### config.mk
export PLATFORM = sky130hd
export DESIGN_NAME = his_builder_top
export DESIGN_NICKNAME = d
export VERILOG_FILES = /design/src/rtl/his_cfg_pkg.sv /design/src/rtl/his_types_pkg.sv /design/src/rtl/his_frame_counter.sv /design/src/rtl/his_bin_ram.sv /design/src/rtl/his_readout.sv /design/src/rtl/his_builder_top.sv
export SDC_FILE = /design/constraint.sdc
export NUM_CORES = 2
export LEC_CHECK = 0
export ABC_CLOCK_PERIOD_IN_PS = 5400
export BUFFER_PORTS_ARGS = -buffer_cell sky130_fd_sc_hd__buf_4
export CAP_MARGIN = 20
export CORE_MARGIN = 10
export CORE_UTILIZATION = 40
export DETAILED_ROUTE_END_ITERATION = 10
export HOLD_SLACK_MARGIN = 0.05
export SETUP_SLACK_MARGIN = 0.1
export SYNTH_ARGS = -nofsm -noshare
export SYNTH_HDL_FRONTEND = slang
export SYNTH_SLANG_ARGS = --single-unit
### constraint.sdc
create_clock -name clk -period 5.4 [get_ports clk]
set_input_delay 0.54 -clock clk [delete_from_list [all_inputs] [get_ports clk]]
set_output_delay 0.54 -clock clk [all_outputs]
set_load 0.005 [all_outputs]
### src/rtl/his_cfg_pkg.sv
package his_cfg_pkg;

    // bins in one pixel histogram
    localparam int BIN_NUM = 16;
    // bin number width
    localparam int BIN_W = 4;

    // pixels sharing one count memory
    localparam int PIXEL_NUM = 4;
    localparam int PIXEL_W = 2;

    // hits per pixel per acquisition
    localparam int DATA_NUM = 8;
    localparam int DATA_W = 3;

    // acquisitions per frame
    localparam int ACQ_NUM = 2;
    localparam int ACQ_W = 1;

    // total hits needed to close one frame
    localparam int HITS_PER_FRAME = DATA_NUM * PIXEL_NUM * ACQ_NUM;

    // one bin count, saturating at the top
    localparam int COUNT_W = 6;
    localparam int COUNT_MAX = (1 << COUNT_W) - 1;

    // words in one bank, pixel-major
    localparam int WORDS_PER_BANK = PIXEL_NUM * BIN_NUM;
    // address inside one bank, pixel then bin
    localparam int ADDR_W = PIXEL_W + BIN_W;

    // fill bank plus read-out bank
    localparam int BANK_NUM = 2;

    // cycles between frame end and first read
    // lets the last increment land in memory
    localparam int RD_WAIT = 2;

endpackage

### src/rtl/his_types_pkg.sv
package his_types_pkg;

    // one accepted hit, stamped by the frame counter
    // bank bit sits on top so the whole struct
    // doubles as the memory index
    typedef struct packed {
        // fill bank at the time of the hit
        logic                              bank;
        // pixel the hit belongs to
        logic [his_cfg_pkg::PIXEL_W-1:0]   pixel;
        // timing bin
        logic [his_cfg_pkg::BIN_W-1:0]     bin;
    } hit_t;

    // one histogram word from the read-out
    // pixel and bin tell where the count came from
    typedef struct packed {
        // source pixel
        logic [his_cfg_pkg::PIXEL_W-1:0]   pixel;
        // source bin
        logic [his_cfg_pkg::BIN_W-1:0]     bin;
        // saturated hit count
        logic [his_cfg_pkg::COUNT_W-1:0]   count;
    } his_word_t;

endpackage

### src/rtl/his_frame_counter.sv
`timescale 1ns/100ps

module his_frame_counter (
    input  logic                            clk,
    input  logic                            res,
    input  logic                            hit_en,
    input  logic [his_cfg_pkg::BIN_W-1:0]   hit_bin,
    output logic                            hit_stb,
    output his_types_pkg::hit_t             hit,
    output logic                            frame_done,
    output logic                            his_num
);
    import his_cfg_pkg::*;

    // hit count within the current pixel
    logic [DATA_W-1:0]  data_cnt;
    // pixel within the current acquisition
    logic [PIXEL_W-1:0] pix_cnt;
    // acquisition within the current frame
    logic [ACQ_W-1:0]   acq_cnt;

    logic data_last;
    logic pix_last;
    logic acq_last;
    logic frame_last;

    // wrap points of the three nested counters
    assign data_last = data_cnt == DATA_W'(DATA_NUM - 1);
    assign pix_last = pix_cnt == PIXEL_W'(PIXEL_NUM - 1);
    assign acq_last = acq_cnt == ACQ_W'(ACQ_NUM - 1);
    // accepted hit that closes the frame
    assign frame_last = hit_en && data_last && pix_last && acq_last;

    // every hit_en is taken, no stall
    assign hit_stb = hit_en;

    // stamp from registered state only
    always_comb begin
        hit.bank = his_num;
        hit.pixel = pix_cnt;
        hit.bin = hit_bin;
    end

    always_ff @(posedge clk or negedge res) begin
        if (!res) begin
            data_cnt <= '0;
            pix_cnt <= '0;
            acq_cnt <= '0;
        end else if (hit_en) begin
            // inner counter always steps
            data_cnt <= data_last ? '0 : data_cnt + 1'b1;
            // pixel steps when a pixel has all its hits
            if (data_last) begin
                pix_cnt <= pix_last ? '0 : pix_cnt + 1'b1;
            end
            // acquisition steps after the last pixel
            if (data_last && pix_last) begin
                acq_cnt <= acq_last ? '0 : acq_cnt + 1'b1;
            end
        end
    end

    // bank toggle and one-cycle done pulse
    always_ff @(posedge clk or negedge res) begin
        if (!res) begin
            his_num <= 1'b0;
            frame_done <= 1'b0;
        end else begin
            frame_done <= frame_last;
            if (frame_last) begin
                his_num <= ~his_num;
            end
        end
    end

endmodule

### src/rtl/his_bin_ram.sv
`timescale 1ns/100ps

module his_bin_ram (
    input  logic                              clk,
    input  logic                              res,
    input  logic                              hit_stb,
    input  his_types_pkg::hit_t               hit,
    input  logic                              rd_stb,
    input  logic [his_cfg_pkg::ADDR_W-1:0]    rd_addr,
    output logic [his_cfg_pkg::COUNT_W-1:0]   rd_count
);
    import his_cfg_pkg::*;

    // both banks in one array, bank bit on top
    logic [COUNT_W-1:0] mem [BANK_NUM * WORDS_PER_BANK];

    // full index of the incoming hit
    logic [ADDR_W:0]    hit_idx;
    // full index of the read-out access
    logic [ADDR_W:0]    rd_idx;

    // increment pipeline, one hit in flight
    logic               p_vld;
    logic [ADDR_W:0]    p_idx;
    logic [COUNT_W-1:0] p_cnt;
    logic [COUNT_W-1:0] p_inc;

    // count seen by the incoming hit
    logic [COUNT_W-1:0] old_cnt;
    logic               fwd_hit;

    // plus one, held at the top
    function automatic logic [COUNT_W-1:0] sat_inc(input logic [COUNT_W-1:0] cnt);
        if (cnt == COUNT_W'(COUNT_MAX)) begin
            return cnt;
        end
        return cnt + 1'b1;
    endfunction

    assign hit_idx = {hit.bank, hit.pixel, hit.bin};

    // read-out always targets the bank not being filled
    assign rd_idx = {~hit.bank, rd_addr};

    // value written by the stage-two edge
    assign p_inc = sat_inc(p_cnt);

    // same bank and address still in flight
    // take the pending result, memory is one write behind
    assign fwd_hit = p_vld && (p_idx == hit_idx);
    assign old_cnt = fwd_hit ? p_inc : mem[hit_idx];

    // stage one valid
    always_ff @(posedge clk or negedge res) begin
        if (!res) begin
            p_vld <= 1'b0;
        end else begin
            p_vld <= hit_stb;
        end
    end

    // stage one payload, old count and where it goes
    always_ff @(posedge clk) begin
        if (hit_stb) begin
            p_idx <= hit_idx;
            p_cnt <= old_cnt;
        end
    end

    // memory writes
    // increment lands one edge after the hit
    // read port clears what it returns
    always_ff @(posedge clk or negedge res) begin
        if (!res) begin
            for (int i = 0; i < BANK_NUM * WORDS_PER_BANK; i++) begin
                mem[i] <= '0;
            end
        end else begin
            if (p_vld) begin
                mem[p_idx] <= p_inc;
            end
            // clear wins on a clash, only seen after overrun
            if (rd_stb) begin
                mem[rd_idx] <= '0;
            end
        end
    end

    // read data one cycle after the strobe
    always_ff @(posedge clk) begin
        if (rd_stb) begin
            rd_count <= mem[rd_idx];
        end
    end

endmodule

### src/rtl/his_readout.sv
`timescale 1ns/100ps

module his_readout (
    input  logic                              clk,
    input  logic                              res,
    input  logic                              frame_done,
    input  logic                              his_num,
    input  logic [his_cfg_pkg::COUNT_W-1:0]   rd_count,
    output logic                              rd_stb,
    output logic [his_cfg_pkg::ADDR_W-1:0]    rd_addr,
    output logic                              his_valid,
    output his_types_pkg::his_word_t          his_word,
    output logic                              overrun
);
    import his_cfg_pkg::*;

    typedef enum logic [1:0] {
        ST_IDLE,
        ST_WAIT,
        ST_SCAN
    } state_t;

    state_t            state;
    // landing delay counter
    logic [0:0]        wait_cnt;
    // fill bank seen at scan start
    logic              scan_fill;
    logic [ADDR_W-1:0] scan_addr;
    // address of the word now on rd_count
    logic [ADDR_W-1:0] word_addr;
    logic              scan_last;
    logic              bank_moved;

    // fill bank toggled again mid scan
    // the idle bank is no longer ours, stop reading
    assign bank_moved = his_num != scan_fill;
    assign scan_last = scan_addr == ADDR_W'(WORDS_PER_BANK - 1);

    assign rd_stb = (state == ST_SCAN) && !bank_moved;
    assign rd_addr = scan_addr;

    always_ff @(posedge clk or negedge res) begin
        if (!res) begin
            state <= ST_IDLE;
            wait_cnt <= '0;
            scan_fill <= 1'b0;
            scan_addr <= '0;
        end else begin
            case (state)
                ST_IDLE: begin
                    if (frame_done) begin
                        state <= ST_WAIT;
                        wait_cnt <= '0;
                        scan_fill <= his_num;
                        scan_addr <= '0;
                    end
                end
                ST_WAIT: begin
                    if (bank_moved) begin
                        state <= ST_IDLE;
                    end else if (wait_cnt == 1'(RD_WAIT - 1)) begin
                        state <= ST_SCAN;
                    end else begin
                        wait_cnt <= wait_cnt + 1'b1;
                    end
                end
                ST_SCAN: begin
                    // pixel-major, bins ascending
                    if (bank_moved || scan_last) begin
                        state <= ST_IDLE;
                    end
                    scan_addr <= scan_addr + 1'b1;
                end
                default: state <= ST_IDLE;
            endcase
        end
    end

    // frame end while busy, sticky until reset
    // the new frame is not scanned
    always_ff @(posedge clk or negedge res) begin
        if (!res) begin
            overrun <= 1'b0;
        end else if (frame_done && (state != ST_IDLE)) begin
            overrun <= 1'b1;
        end
    end

    // word valid follows the read strobe by one cycle
    always_ff @(posedge clk or negedge res) begin
        if (!res) begin
            his_valid <= 1'b0;
        end else begin
            his_valid <= rd_stb;
        end
    end

    always_ff @(posedge clk) begin
        if (rd_stb) begin
            word_addr <= rd_addr;
        end
    end

    // pair returned count with its address
    always_comb begin
        his_word.pixel = word_addr[BIN_W +: PIXEL_W];
        his_word.bin = word_addr[BIN_W-1:0];
        his_word.count = rd_count;
    end

endmodule

### src/rtl/his_builder_top.sv
`timescale 1ns/100ps

module his_builder_top (
    input  logic                            clk,
    input  logic                            res,
    input  logic                            hit_en,
    input  logic [his_cfg_pkg::BIN_W-1:0]   hit_bin,
    output logic                            his_num,
    output logic                            frame_done,
    output logic                            his_valid,
    output his_types_pkg::his_word_t        his_word,
    output logic                            overrun
);
    import his_cfg_pkg::*;
    import his_types_pkg::*;

    // stamped hit into the count memory
    logic               hit_stb;
    hit_t               hit;

    // read-out port of the count memory
    logic               rd_stb;
    logic [ADDR_W-1:0]  rd_addr;
    logic [COUNT_W-1:0] rd_count;

    // counters, bank toggle, frame end
    his_frame_counter his_frame_counter_inst (
        .clk        (clk),
        .res        (res),
        .hit_en     (hit_en),
        .hit_bin    (hit_bin),
        .hit_stb    (hit_stb),
        .hit        (hit),
        .frame_done (frame_done),
        .his_num    (his_num)
    );

    // two banks, saturating increment, clear on read
    his_bin_ram his_bin_ram_inst (
        .clk      (clk),
        .res      (res),
        .hit_stb  (hit_stb),
        .hit      (hit),
        .rd_stb   (rd_stb),
        .rd_addr  (rd_addr),
        .rd_count (rd_count)
    );

    // scans the finished bank after each frame
    his_readout his_readout_inst (
        .clk        (clk),
        .res        (res),
        .frame_done (frame_done),
        .his_num    (his_num),
        .rd_count   (rd_count),
        .rd_stb     (rd_stb),
        .rd_addr    (rd_addr),
        .his_valid  (his_valid),
        .his_word   (his_word),
        .overrun    (overrun)
    );

endmodule

==> impl_metrics.csv <==
group,metric,value,unit
status,status,"finished, final reports clean",
cells_and_area,drive_gt1_frac,0.146,
route,routedWlPerCell,33.5,um
power,power,21.8,mW
timing,fin_crit,4.24,ns
setup_path,end_kind,"flip-flop",
place,dp_hpwl,146000,um
cells_and_area,fillers,10900,
power,p_leak,21.7,nW
logic_synthesis,synth.most_common_cell,"nor2_1",
logic_synthesis,synth_area_leader_cell,"dfrtp_1",
power,netSwitchingFraction,0.383,
place,gp_congestion,1.04,
clocking,clk_pin_slew_worst_paths,0.06,ns
power,cellPowerDensity,422,nW/um^2
logic_synthesis,synthesis.area,46500,sq um
logic_synthesis,ys_seq_area_frac,0.440,
flow_run,max-cap-violations,0,
global_route,grt_pass1_wl,301000,um
timing,setup-violations-final,0,
logic_synthesis,syn_inst,4860,
logic_synthesis,ys_warn_count,0,
clocking,clock_latency,0.72,ns
cells_and_area,fin_util,0.445,
floorplanning,fp.dieW,361,um
clocking,postCtsSetupBuffers,0,
timing,rsz0062_at_grt,"no",
logic_synthesis,synth_cell_types,79,
clocking,cts_tree,"yes",
min_path,hold_class,"input pin to flip-flop",
timing,drv_slew,0,
logic_synthesis,ys.flop_type,"dfrtp_1",
power,p_sw,8.33,mW
place,numPlacedInstances,6134,
timing,final_hold_viol_count,0,
cells_and_area,area_delta_synth_final,10.8,%
logic_synthesis,synthTopCellsByArea,"dfrtp_1 (42%), mux4_2 (10%), nor2_1 (9.6%)",
global_route,grt_overflow,0,
power,clkPwrFrac,0.325,
power,ir_drop,0.490,mV
timing,fin_tns_setup,0,ns
floorplanning,coreArea,116000,sq um
logic_synthesis,synth_edf_count,25,
floorplanning,dieArea,130000,sq um
timing,finalCritPeriodShare,0.786,
global_route,antenna_found_initial,15,
logic_synthesis,synth-seq-cells,814,
route,drtAntennaViolNets,0,
route,drc,0,
global_route,track_usage,0.314,
setup_path,worstSetupStartpointType,"flip-flop",
logic_synthesis,synth_top_area_share,0.424,
clocking,cts-root-buf,"clkbuf_16",
place,io_buffer_count,22,
cells_and_area,postLayoutCellArea,51500,sq um
floorplanning,pin_count,23,
floorplanning,num_rows,125,
timing,setup_ws,1.16,ns
logic_synthesis,async_flop_share,0.969,
logic_synthesis,synth_common_cells,"nor2_1 (1196), dfrtp_1 (789), a21oi_1 (560), nand2_1 (340), clkbuf_1 (285)",
clocking,numCtsBuffers,95,
setup_path,path_max_fanout,44,
global_route,grt_max_degree,146,
setup_path,cp.required,5.85,ns
logic_synthesis,synth_nets,4872,
clocking,h-tree-depth,3,
clocking,clockBufferDepth,3,
route,dr.pass1.iters,9,
route,via_per_inst,6.71,
global_route,grt_pass1_vias,39600,
clocking,cts.sinks,814,
timing,slew_headroom,0.186,
power,comb_power_share,0.272,
setup_path,path_class,"flip-flop to flip-flop",
setup_path,crit_arrival,4.69,ns
floorplanning,start_util,0.401,
floorplanning,die_y,361,um
timing,fin_hold_ws,0.201,ns
timing,clock_skew,0.0410,ns
timing,tightest_slew,1.22,ns
cells_and_area,nNetsFinal,4721,
timing,timing.fmax,236,MHz
power,p_seq_frac,0.403,
place,pre_cts_slack,1.43,ns
route,vias,42400,
logic_synthesis,syn_avg_cell_area,9.57,sq um
route,drt_iter0_drc,6554,
place,place_area,48100,sq um
cells_and_area,fin_cells,6315,
power,intPower,13.4,mW
route,routed_wl,212000,um
-- critical path: stages, from the launching register on --
cell and delay, ns:
dfrtp_4 0.86, buf_4 0.67, mux4_2 0.41, mux2i_1 0.75, o22a_1 0.20, o21ai_0 0.15, a2111oi_1 0.48, buf_2 0.26
a221oi_1 0.07
-- what timing repair did --
item                                    CTS  global route
endpoints found under the hold margin    80             0
resized for setup                         0             0
hold buffers                              1             0
endpoints found under the setup margin    0             0
-- placed cells by master, fill, tap and decap left out, types with 16 or more instances in the layout --
cell       count
dfrtp_1      784
a31oi_1       17
o21ai_0      139
buf_4        146
mux2i_1      272
a221oi_1     108
nand3_1      119
clkbuf_1      16
nand2b_1      20
a21oi_1      559
clkbuf_16     98
mux2_2       114
mux4_2       216
o221ai_1      29
nor3_1        24
edfxtp_1      25
nand2_1      340
a22oi_1       68
nor2_1      1187
o22ai_1       29
a211oi_1     119
nor2b_1       17
-- logic make-up (layout without fill, tap and decap cells) --
family | after synthesis | after routing | share of synthesized area
simple gates | 1795 | 1795 | 0.156
compound gates | 1191 | 1191 | 0.161
flops | 814 | 814 | 0.440
mux | 614 | 614 | 0.197
buf+inv | 428 | 353 | 0.0419
xor+xnor | 13 | 13 | 0.00245
fa+ha+maj | 5 | 5 | 0.00134
other cells | 0 | 6 | 0
-- cell type report --
| class | instances | area (sq um) | share of cell area |
|---|---|---|---|
| clock inverters | 45 | 659 | 0.0128 |
| repair buffers | 165 | 1420 | 0.0275 |
| inverters | 15 | 56.3 | 0.00109 |
| well taps | 1524 | 1910 | 0.0370 |
| flip-flops and latches | 814 | 20500 | 0.398 |
| diodes | 6 | 15.0 | 0.000291 |
| multi-input cells | 3618 | 24300 | 0.471 |
| clock buffers | 128 | 2710 | 0.0525 |
-- registers in the layout (all words and copies together) (netlist names), 2 cells and up --
name / cells
his_bin_ram_inst.mem: 768
his_bin_ram_inst.p_cnt: 6
his_bin_ram_inst.p_idx: 7
his_bin_ram_inst.rd_count: 6
his_frame_counter_inst.data_cnt: 3
his_frame_counter_inst.pix_cnt: 2
his_readout_inst.rd_addr: 6
his_readout_inst.state: 2
his_readout_inst.word_addr: 6
-- power groups by stage --
stage / Clock, mW / Sequential, mW / Combinational, mW
after detailed placement: 0 / 8.76 / 5.72
after global routing: 7.36 / 8.82 / 6.15
final: 7.06 / 8.77 / 5.92
after floorplan: 0 / 7.96 / 3.58
after CTS: 7.12 / 8.66 / 5.73
after global placement: 0 / 8.74 / 5.65
-- path summary, 6_finish.rpt --
path | from | end | slack [ns] | cells after the start
worst max register to register | his_readout_inst.rd_addr[2] | his_bin_ram_inst.rd_count[4] | 1.16 | 8
min in group asynchronous | res | his_bin_ram_inst.mem[303] | 0.49 | 2
worst max-delay path | his_readout_inst.rd_addr[2] | his_bin_ram_inst.rd_count[4] | 1.16 | 8
worst min register to register | his_frame_counter_inst.acq_cnt | his_frame_counter_inst.acq_cnt | 0.47 | 1
worst min-delay path | hit_en | his_bin_ram_inst.p_vld | 0.20 | 1
max in group asynchronous | res | his_bin_ram_inst.mem[366] | 3.45 | 3
-- metal layers --
layer	wire length, um	track usage
met4	15500	0.192
met5	151	0
met1	79600	0.409
met2	87800	0.449
met3	28600	0.107
No activity file was read; power rests on OpenSTA's default activity.
